==> config.mk <==
export PLATFORM = sky130hd
export DESIGN_NAME = coef_rom
export DESIGN_NICKNAME = d
export VERILOG_FILES = /design/src/design/squeeze_pkg.sv /design/src/design/coef_rom.sv
export VERILOG_INCLUDE_DIRS = /design/src /design/src/design
export SDC_FILE = /design/constraint.sdc
export NUM_CORES = 1
export LEC_CHECK = 0
export BUFFER_PORTS_ARGS = -buffer_cell sky130_fd_sc_hd__buf_4
export CORE_UTILIZATION = 40
export CTS_CLUSTER_SIZE = 16
export DETAILED_ROUTE_END_ITERATION = 8
export PLACE_DENSITY = 0.67
export RECOVER_POWER = 25
export SLEW_MARGIN = 20
export SYNTH_ARGS = -nofsm -noshare
export SYNTH_HDL_FRONTEND = slang
export SYNTH_MEMORY_MAX_BITS = 65536
export SYNTH_SLANG_ARGS = --single-unit
==> constraint.sdc <==
create_clock -name clk -period 3.2 [get_ports clk]
set_input_delay 0.48 -clock clk [delete_from_list [all_inputs] [get_ports clk]]
set_output_delay 0.48 -clock clk [all_outputs]
set_load 0.02 [all_outputs]
==> src/design/squeeze_defines.svh <==
`ifndef SQUEEZE_DEFINES_SVH
`define SQUEEZE_DEFINES_SVH

////////////////////
// Layer geometry
////////////////////

// Output channels computed side by side
`define SQ_LANES 4

// Pixel, weight and output word width
`define SQ_DATA_W 16

// Accumulator and bias width
`define SQ_ACC_W 32

// Input channels per tap group
`define SQ_CHIN 8

// Kernel side, square window
`define SQ_KDIM 3

// Taps per output pixel, window times channels
`define SQ_TAPS (`SQ_KDIM * `SQ_KDIM * `SQ_CHIN)

// Output pixels before the layer ends
`define SQ_PIXELS 4

////////////////////
// Requantize
////////////////////

// Fixed point shift, result taken from acc[28:14]
`define SQ_FRAC 14

`endif

==> src/design/squeeze_pkg.sv <==
`default_nettype none

`include "squeeze_defines.svh"

package squeeze_pkg;

	////////////////////
	// Scalar words
	////////////////////

	// Pixel, weight or requantized output
	typedef logic signed [`SQ_DATA_W-1:0] data_t;

	// Accumulator or bias
	typedef logic signed [`SQ_ACC_W-1:0] acc_t;

	// Tap index, doubles as ROM address
	typedef logic [$clog2(`SQ_TAPS)-1:0] tap_addr_t;

	// Output pixel count, must reach SQ_PIXELS
	typedef logic [$clog2(`SQ_PIXELS + 1)-1:0] pix_cnt_t;

	////////////////////
	// Lane vectors
	////////////////////

	typedef data_t [`SQ_LANES-1:0] weight_vec_t;
	typedef acc_t [`SQ_LANES-1:0] acc_vec_t;
	typedef data_t [`SQ_LANES-1:0] out_vec_t;

	// One accepted tap on its way to the MAC lanes
	typedef struct packed {
		logic  valid;
		logic  first;
		data_t pix;
	} mac_cmd_t;

	// Layer controller states
	typedef enum logic [2:0] {
		IDLE,
		TAP_WAIT,
		TAP_ACK,
		DRAIN,
		OUT_REQ,
		OUT_RELEASE,
		DONE
	} ctrl_state_t;

endpackage

`default_nettype wire

==> src/design/coef_rom.sv <==
`default_nettype none

`include "squeeze_defines.svh"

module coef_rom (
	input  wire logic                   clk,
	input  wire squeeze_pkg::tap_addr_t addr,
	output squeeze_pkg::weight_vec_t    weights,
	output squeeze_pkg::acc_vec_t       biases
);
	import squeeze_pkg::*;

	// One word per lane for each tap
	weight_vec_t rom_mem [0:`SQ_TAPS-1];

	////////////////////
	// Table fill
	////////////////////
	initial begin
		for (int t = 0; t < `SQ_TAPS; t++) begin
			for (int l = 0; l < `SQ_LANES; l++) begin
				// Spread of -30..30 over taps and lanes
				rom_mem[t][l] = data_t'(((t * 7 + l * 13) % 61) - 30);
			end
		end
	end

	// Registered read, word lands one cycle after addr
	always_ff @(posedge clk) begin
		weights <= rom_mem[addr];
	end

	// Bias per lane, scaled to the accumulator fixed point
	for (genvar l = 0; l < `SQ_LANES; l++) begin : g_bias
		assign biases[l] = acc_t'((l - 2) * 3 * (1 << `SQ_FRAC));
	end

	// Controller never steps past the last tap
	a_addr_range: assert property (@(posedge clk)
		!$isunknown(addr) |-> (addr < `SQ_TAPS));

endmodule

`default_nettype wire

Yosys cells after proc, flatten, opt, wreduce, memory -nomap -nowiden
Memories as Yosys holds them, arrays and structs flattened. A register that Yosys moved wholly into a read port is not among the register bits. Index checks and enable logic that the tools add are counted.

Register bits after elaboration: 0. ROM bits: 4608. Input bits: 8. Output and inout bits: 192. Logic and storage cells: 1. Memories: 1.

Memory list: rom_mem (words 72, width 64, rd ports 1, clocked after memory_dff 1, write ports 0, line coef_rom.sv:14) `` weight_vec_t rom_mem [0:`SQ_TAPS-1]; ``.

Depth between registers and ports, before layout
Gate-level depths: netlist of run 1.

Word-level depth: 0. Mapped depth: 10. Mapped depth without buffers: 7.

Least setup slack after synthesis of run 1
Ideal clock, no wire load.

Path kind: in2reg. Start point: in addr[0]. End point: reg weights[2] (netlist name) (read register of rom_mem). Library setup time: 0.122 ns. Data arrival time: 2.173 ns. Data required time: 3.078 ns. Path slack: 0.905 ns. Stages: 10. Buffers on the path: 3. Cell sequence: buf_2 inv_1 ha_1 buf_4 buf_4 or3_1 a31oi_1 o21ai_1 o22ai_1 nor2_1.

RTL lines: from (decl) (line coef_rom.sv:7) `input wire squeeze_pkg::tap_addr_t addr,`; to (decl) (line coef_rom.sv:8) `output squeeze_pkg::weight_vec_t weights,`.

==> impl_metrics.csv, run 1 <==
group,metric,value,unit
finish,top_regs,"weights: 24 flops",
synth,synth_area_leaders,"buf_4 (31%), dfxtp_1 (11%), o21ai_0 (5.2%)",
placed_design,pre_cts_slack,483,ps
flow_run,drv_cap,0,
finish,area_delta_synth_final,-7.38,%
finish,fill_cells,1099,
floorplan,core_area,10500,um2
sta,min_period,2500,ps
min_path,min_path_type,"primary input to register",
clocking,htree_levels,1,
clocking,cts_max_path_buffers,2,
finish,drive_gt1_share,13.0,%
finish,top_register,"weights",
global_route,antenna_found_initial,0,
setup_path,critPathMaxFanout,22,
sta,slew_violations,0,
drt,routed_wl,12000,um
synth,ys_ff_latch,24,
power_and_ir_drop,power.density,328,nW/um2
min_path,min_delay_path_depth,3,
finish,final_common_cell,"conb_1",
synth,muxShareOfSynthArea,1.70,%
synth,async_flop_share,0,%
power_and_ir_drop,power_leakage,1.83,nW
setup_path,path_cells,"buf_4 > inv_1 > ha_1 > nor2_1 > o21ai_0 > o21ai_0 > a31o_2 > a211oi_2",
placed_design,dpl.hpwl,8440,um
drt,drtAntennaViolNets,0,
finish,diodes,0,
setup_path,cp.required,3400,ps
sta,relSlewSlack,53.8,%
clocking,clock_sinks,24,
synth,synth_seq_area_share,10.9,%
finish,largest_reg_flops,24,
finish,final_cell_mix,"conb_1 (128), buf_4 (65), nand2_1 (53)",
floorplan,dieArea,11500,um2
drt,vias_per_cell,5.53,
sta,setup_slack,700,ps
power_and_ir_drop,p_total,0.00134,W
clocking,holdBufCountCts,0,
sta,timing.fmax,400,MHz
synth,synth_cells,628,
floorplan,io_pins,200,
sta,rsz0062_at_grt,"false",
clocking,cts_tree,"built",
outcome,status,"finished, final reports clean",
setup_path,arrival,2700,ps
setup_path,start_kind,"primary input",
setup_path,end_kind,"register",
finish,multiInputGateArea,2790,um2
synth,synth_fa_ha_area_share,3.97,%
setup_path,critPathKind,"primary input to register",
finish,layout.nets,648,
synth,ys_warn_count,0,
synth,ys.flop_type,"dfxtp_1",
global_route,grt_pass1_wl,18500,um
drt,firstDrtPassIters,5,
floorplan,row_count,37,
finish,design_area,4090,um2
sta,worst_hold_slack,625,ps
placed_design,placed_cell_area,4130,um2
sta,final.setup.tns,0,ps
global_route,grt_usage,20.3,%
sta,worstMarginPinSlew,693,ps
finish,regArea,480,um2
synth,synth_cell_type_count,67,
clocking,cts_made_buffers,3,
synth,synth_simple_gate_area_share,16.6,%
floorplan,initial_core_util,42.0,%
global_route,grt_pass1_vias,3551,
drt,drc,0,
floorplan,die_x,107,um
synth,syn_area,4410,um2
synth,synth_area_per_cell,7.02,um2
synth,synth_compound_area_share,29.3,%
clocking,ctsResizeCount,0,
drt,wl_per_cell,15.8,um
setup_path,crit_slowest_cell,"ha_1",
setup_path,worst_path_most_repeated_cell,"o21ai_0",
synth,yosysTopAreaCell,"buf_4",
clocking,post-cts-setup-buffers,0,
drt,route.vias.total,4203,
synth,synth_top_area_share,31.0,%
clocking,clk_pin_slew_worst_paths,90,ps
placed_design,routabilityCongestion,0.928,
setup_path,cpPeakStageDelay,750,ps
sta,fin_crit_sh,78.1,%
floorplan,die_h,107,um
global_route,grt_max_degree,64,
global_route,overflow,0,
clocking,root_buffer,"clkbuf_8",
synth,synth_top_family_by_area,"buffers and inverters",
power_and_ir_drop,ir_drop,0.141,mV
drt,drt-initial-drc-count,521,
synth,synth_enable_flop_cells,0,
placed_design,portBuffers,71,
sta,setup_viol_count_final,0,
sta,hold_viol_final,0,
synth,synthXorXnorAreaFrac,0.794,%
## report_power, final
group	leakage, nW	internal, W	switching, W
Sequential	0.202	0.000336	0.0000228
Clock	0.0216	0.0000844	0.0000987
Combinational	1.61	0.000233	0.000565
## kinds of logic after synthesis
| family | count (synthesis) |
|---|---|
| compound gates | 193 |
| xor+xnor | 4 |
| fa+ha+maj | 14 |
| buf+inv | 229 |
| flops | 24 |
| mux | 7 |
| other cells | 2 |
| simple gates | 155 |
## per-stage QoR
step	std cells	utilization, %
finish	760	38.9
global placement	757	39.3
CTS	760	39.7
detailed placement	757	39.3
floorplan	754	-
global route	760	38.9
## cell type report
cell class	count	area share [%]
clock buffer	3	1.01
inverter	9	0.827
multi-input combinational	501	68.3
sequential	24	11.8
tap	136	4.17
timing repair buffer	87	14.0
## critical path: cells and delay by family
family | cells | cell delay, ps
buffers and inverters | 2 | 320
and+or+nand+nor | 1 | 320
AOI/OAI and AO/OA | 4 | 820
adders and majority gates | 1 | 750
## cell usage after synthesis, drive strengths merged (3+ instances only)
| cell | count |
|---|---|
| o221ai | 3 |
| xor2 | 3 |
| nand2b | 14 |
| dfxtp | 24 |
| a22oi | 3 |
| nor2b | 12 |
| or3 | 3 |
| nor3 | 8 |
| a221oi | 10 |
| o311ai | 3 |
| o22ai | 4 |
| o21bai | 5 |
| a32oi | 3 |
| o21ai | 51 |
| mux2 | 4 |
| nand3 | 13 |
| a311oi | 6 |
| a211oi | 19 |
| ha | 14 |
| o211ai | 15 |
| a21o | 3 |
| a31oi | 8 |
| buf | 209 |
| and3 | 3 |
| and2b | 3 |
| mux2i | 3 |
| a21oi | 37 |
| inv | 8 |
| nand2 | 53 |
| nand3b | 3 |
| clkbuf | 11 |
| nor2 | 38 |
## layer usage
layer  wire length, um  GRT usage [%]
met2              5230           30.8
met1              4970           28.3
met5                 0              0
met4               349           9.88
met3              1480           2.31
## worst paths after layout
| check | from | end |
|---|---|---|
| max | addr[0] | weights[1] |
| min | addr[0] | weights[3] |
Note: power is estimated with default switching activity, not from simulation.
==> inputs of run 2 (changes only) <==
--- a/config.mk
+++ b/config.mk
@@ -6,11 +6,12 @@
 export SDC_FILE = /design/constraint.sdc
 export NUM_CORES = 1
 export LEC_CHECK = 0
+export ABC_AREA = 1
 export BUFFER_PORTS_ARGS = -buffer_cell sky130_fd_sc_hd__buf_4
 export CORE_UTILIZATION = 40
 export CTS_CLUSTER_SIZE = 16
 export DETAILED_ROUTE_END_ITERATION = 8
-export PLACE_DENSITY = 0.67
+export PLACE_DENSITY = 0.68
 export RECOVER_POWER = 25
 export SLEW_MARGIN = 20
 export SYNTH_ARGS = -nofsm -noshare
==> constraint.sdc (replaced) <==
create_clock -name clk -period 2.3 [get_ports clk]
set_input_delay 0.345 -clock clk [delete_from_list [all_inputs] [get_ports clk]]
set_output_delay 0.345 -clock clk [all_outputs]
set_load 0.02 [all_outputs]
==> run 2 against run 1 <==
Against the previous run:
- non-clock buffer count fell by 1
- sequential share of layout area rose by 0.59 points
- synthesized area fell by 6.8%
- critical path depth rose by 4
- design area fell by 4.8%
- wire length fell by 12%
==> impl_metrics.csv, run 2 <==
group,metric,value,unit
outcome,status,"finished, final reports clean",
power_and_ir_drop,p_comb_share,59.0,%
sta,relSlewSlack,46.9,%
flow_run,drv_cap,0,
clocking,clk_pin_slew_worst_paths,80,ps
finish,stdcell_count,839,
setup_path,cp.required,2470,ps
placed_design,dpl.cell_count,836,
finish,largest_reg_flops,24,
floorplan,initial_core_util,41.7,%
finish,final_common_cell,"nand2_1",
global_route,grt_max_degree,42,
synth,yosysTopAreaCell,"buf_4",
global_route,grt_pass1_vias,3366,
drt,wl_per_cell,12.7,um
synth,ys_ff_latch,24,
synth,syn_area,4110,um2
power_and_ir_drop,power.density,468,nW/um2
floorplan,die_h,103,um
synth,synth_cell_type_count,30,
synth,synth_area_per_cell,5.92,um2
clocking,cts_tree,"built",
sta,rsz0062_at_grt,"false",
sta,final.setup.tns,0,ps
global_route,grt_pass1_wl,17000,um
clocking,cts_made_buffers,3,
sta,setup_viol_count_final,0,
drt,drt-initial-drc-count,549,
global_route,antenna_found_initial,0,
floorplan,dieArea,10700,um2
clocking,holdBufCountCts,0,
setup_path,start_kind,"primary input",
sta,slew_violations,0,
synth,synth_cells,694,
synth,synth_area_leaders,"buf_4 (31%), nand2_1 (21%), nand3_1 (12%)",
synth,synth_common_cells,"nand2_1 (225), buf_4 (172), nand3_1 (98)",
drt,drtAntennaViolNets,0,
power_and_ir_drop,p_switching,0.000942,W
global_route,overflow,0,
placed_design,dpl.hpwl,7830,um
finish,layout.nets,730,
floorplan,io_pins,200,
setup_path,critPathKind,"primary input to register",
synth,synth_seq_area_share,11.7,%
finish,area_delta_synth_final,-5.39,%
synth,yosysMostFrequentCell,"nand2_1",
floorplan,row_count,36,
drt,vias_per_cell,4.83,
min_path,min_delay_path_depth,3,
drt,route.vias.total,4050,
power_and_ir_drop,p_sw_share,51.8,%
finish,diodes,0,
drt,routed_wl,10600,um
finish,top_regs,"weights: 24 flops",
sta,fin_crit_sh,77.6,%
min_path,min_from,"addr[1]",
clocking,root_buffer,"clkbuf_8",
power_and_ir_drop,power_leakage,2.26,nW
floorplan,die_x,103,um
synth,async_flop_share,0,%
clocking,cts_max_path_buffers,2,
clocking,post-cts-setup-buffers,0,
sta,min_period,1780,ps
drt,firstDrtPassIters,6,
sta,timing.fmax,561,MHz
placed_design,routabilityCongestion,0.969,
clocking,ctsResizeCount,0,
setup_path,critPathMaxFanout,10,
clocking,clock_sinks,24,
power_and_ir_drop,internal_power,0.000878,W
finish,fill_cells,1127,
placed_design,portBuffers,71,
synth,synth_top_area_share,31.4,%
global_route,grt_usage,20.0,%
finish,final_cell_mix,"nand2_1 (225), conb_1 (128), nand3_1 (98)",
clocking,htree_levels,1,
setup_path,arrival,1950,ps
floorplan,core_area,9860,um2
synth,ys_warn_count,0,
power_and_ir_drop,pwr-share-clk,13.8,%
sta,hold_viol_final,0,
power_and_ir_drop,sequentialPowerShare,27.2,%
power_and_ir_drop,ir_drop,0.150,mV
synth,synth_enable_flop_cells,0,
sta,worstMarginPinSlew,796,ps
min_path,hold_path_end,"weights[20]",
min_path,min_path_type,"primary input to register",
finish,drive_gt1_share,13.0,%
finish,top_register,"weights",
setup_path,end_kind,"register",
drt,drc,0,
synth,ys.flop_type,"dfxtp_1",
==> run 2: kinds of logic after synthesis <==
group,after synthesis,share of synthesized area (%)
AOI/OAI and AO/OA,67,8.86
adders and majority gates,14,4.26
buffers and inverters,230,38.3
DFF,24,11.7
other,2,0.183
and+or+nand+nor,357,36.7
==> run 2: layout make-up <==
class                   instances  area (um2)  area share [%]
inverters                      27         109            2.80
flip-flops and latches         24         480            12.4
well taps                     133         166            4.28
repair buffers                 86         563            14.5
multi-input cells             566        2530            65.0
clock buffers                   3        41.3            1.06
==> run 2: critical path, cell delays in order <==
cell      delay, ps
buf_4           150
inv_2            80
ha_1            550
inv_4            80
nand2_1         200
inv_1            80
nor2_2          120
nor2_1           50
o21bai_1        110
nand2_1          60
nand2_1          60
nand2_1          50
==> run 2: how the worst max path moves through the flow <==
stage               depth (start not counted)  slack, ps           to     from
finish                                     12        520  weights[35]  addr[1]
global route                               13        320  weights[48]  addr[1]
CTS                                        12        530  weights[35]  addr[1]
detailed placement                         12        260  weights[35]  addr[1]
global placement                           12        310   weights[0]  addr[1]
floorplan                                  13        650  weights[48]  addr[1]
==> run 2: stage by stage <==
step	util, %	power [W]	hold slack, ps	instance area (um2)	setup slack (ps)
after detailed placement	39.9	0.00160	702	3930	256
final	39.4	0.00182	445	3890	516
after global routing	39.4	0.00196	467	3890	318
after global placement	39.9	0.00161	704	3930	314
after CTS	40.3	0.00185	424	3970	534
after floorplan	-	0.00155	451	4580	647
==> run 2: power groups by stage <==
stage | clock, W | sequential [W] | combinational [W]
after floorplan | 0 | 0.000566 | 0.000986
after global placement | 0 | 0.000508 | 0.00110
after detailed placement | 0 | 0.000510 | 0.00109
after CTS | 0.000257 | 0.000499 | 0.00109
after global routing | 0.000279 | 0.000506 | 0.00118
final | 0.000251 | 0.000496 | 0.00107
==> run 2: per-layer routing <==
layer	track usage [%]	vias to the layer above	part of all wire (%)
li1	-	1935	-
met1	28.0	1747	41
met2	30.7	342	44
met3	3.36	26	13
met4	7.48	0	2.1
met5	0	-	0
==> inputs of run 3 (changes only) <==
==> constraint.sdc (replaced) <==
create_clock -name clk -period 1.7 [get_ports clk]
set_input_delay 0.255 -clock clk [delete_from_list [all_inputs] [get_ports clk]]
set_output_delay 0.255 -clock clk [all_outputs]
set_load 0.02 [all_outputs]
==> run 3 against run 2 <==
Against the previous run:
- clock power rose by 35%
- final cell count rose by 5.2%
- design area is 9.5% higher
- via count increased by 1.9%
- die area is the same
==> impl_metrics.csv, run 3 (synthesized netlist as in run 2, its figures left out) <==
group,metric,value,unit
sta,rsz0062_at_grt,"false",
finish,design_area,4260,um2
power_and_ir_drop,ir_drop,0.223,mV
floorplan,die_h,103,um
sta,min_period,1470,ps
floorplan,core_area,9860,um2
placed_design,portBuffers,71,
floorplan,row_count,36,
power_and_ir_drop,p_total,0.00257,W
setup_path,path_cells,"buf_4 > inv_2 > ha_1 > inv_4 > nand2_1 > nand2_1 > nand2_1 > nand3_1 > nand2_1 > nand2_1 > nand2_1 > nand2_1",
global_route,use_met1,29.8,%
outcome,status,"finished, final reports clean",
global_route,globalRouteMet2Util,32.0,%
floorplan,io_pins,200,
drt,route.vias.total,4125,
global_route,top_usage_layer,"met2",
global_route,overflow,0,
global_route,grt_max_degree,28,
finish,area_delta_synth_final,3.56,%
drt,drc,0,
global_route,globalRouteMet3Util,2.15,%
power_and_ir_drop,power_leakage,2.48,nW
min_path,min_delay_path_depth,3,
global_route,antenna_found_initial,0,
drt,vias_per_cell,4.67,
clocking,clk_pin_slew_worst_paths,80,ps
drt,drtAntennaViolNets,0,
finish,fill_cells,1108,
setup_path,cp.required,1860,ps
finish,diodes,0,
placed_design,placed_cell_area,4300,um2
clocking,root_buffer,"clkbuf_8",
clocking,holdBufCountCts,0,
setup_path,arrival,1630,ps
flow_run,drv_cap,0,
sta,final.setup.tns,0,ps
clocking,ctsResizeCount,0,
clocking,htree_levels,1,
clocking,cts_made_buffers,3,
placed_design,dpl.hpwl,8680,um
floorplan,initial_core_util,41.7,%
finish,final_cell_mix,"nand2_1 (225), conb_1 (128), buf_4 (105)",
finish,top_regs,"weights: 24 flops",
finish,final_common_cell,"nand2_1",
setup_path,critPathKind,"primary input to register",
global_route,grt_usage,20.5,%
clocking,cts_max_path_buffers,2,
clocking,post-cts-setup-buffers,0,
setup_path,worst_path_most_repeated_cell,"nand2_1",
sta,setup_viol_count_final,0,
drt,drt-initial-drc-count,593,
floorplan,die_x,103,um
sta,fin_crit_sh,86.6,%
finish,top_register,"weights",
setup_path,setup.worst_path.start,"addr[1]",
min_path,min_path_type,"primary input to register",
drt,firstDrtPassIters,5,
clocking,cts_tree,"built",
setup_path,start_kind,"primary input",
setup_path,end_kind,"register",
drt,wl_per_cell,12.6,um
sta,timing.fmax,679,MHz
clocking,clock_sinks,24,
drt,routed_wl,11100,um
global_route,grt_pass1_wl,17000,um
min_path,hold_path_end,"weights[31]",
finish,layout.nets,774,
setup_path,critPathMaxFanout,6,
setup_path,crit_slowest_cell,"ha_1",
finish,drive_gt1_share,18.1,%
sta,hold_viol_final,0,
power_and_ir_drop,power.density,603,nW/um2
global_route,grt_pass1_vias,3340,
min_path,min_from,"addr[2]",
sta,slew_violations,0,
finish,largest_reg_flops,24,
setup_path,cpPeakStageDelay,430,ps
floorplan,dieArea,10700,um2
placed_design,routabilityCongestion,0.963,
-- run 3: area by class of cell --
| cell class | count | area [um2] | share of cell area, % |
|---|---|---|---|
| multi-input cells | 566 | 2530 | 59.4 |
| repair buffers | 130 | 931 | 21.9 |
| clock buffers | 3 | 41.3 | 0.970 |
| flip-flops and latches | 24 | 480 | 11.3 |
| inverters | 27 | 109 | 2.56 |
| well taps | 133 | 166 | 3.91 |
-- run 3: where the power goes --
part	leakage [nW]	switching (W)	internal [W]
Clock	0.0216	0.000180	0.000159
Combinational	2.26	0.00107	0.000485
Sequential	0.202	0.0000404	0.000629
Total	2.48	0.00129	0.00127
-- run 3: worst max path at each step --
| stage | slack (ps) | end |
|---|---|---|
| after floorplan | 140 | weights[48] |
| after global placement | 3 | weights[47] |
| after detailed placement | -40 | weights[48] |
| after CTS | 250 | weights[48] |
| after global routing | 90 | weights[2] |
| final | 230 | weights[32] |
-- run 3: per-stage QoR --
stage | worst slack [ps] | instances | utilization, % | hold WS (ps)
2_1_floorplan | 137 | 820 | - | 361
3_3_place_gp | 3.46 | 880 | 43.6 | 656
3_5_place_dp | -35.6 | 880 | 43.6 | 654
4_1_cts | 251 | 883 | 44.0 | 359
5_1_grt | 93.3 | 883 | 43.2 | 365
6_report | 227 | 883 | 43.2 | 358
-- run 3: worst max-delay path, delay by kind of cell --
family        cells  cell delay [ps]
simple gates      8              730
fa+ha+maj         1              430
buf+inv           3              210
-- run 3: routing by layer --
layer / vias up / wire (um)
met2: 296 / 4850
met5: - / 0
met4: 0 / 183
li1: 2024 / -
met1: 1786 / 4950
met3: 19 / 1100
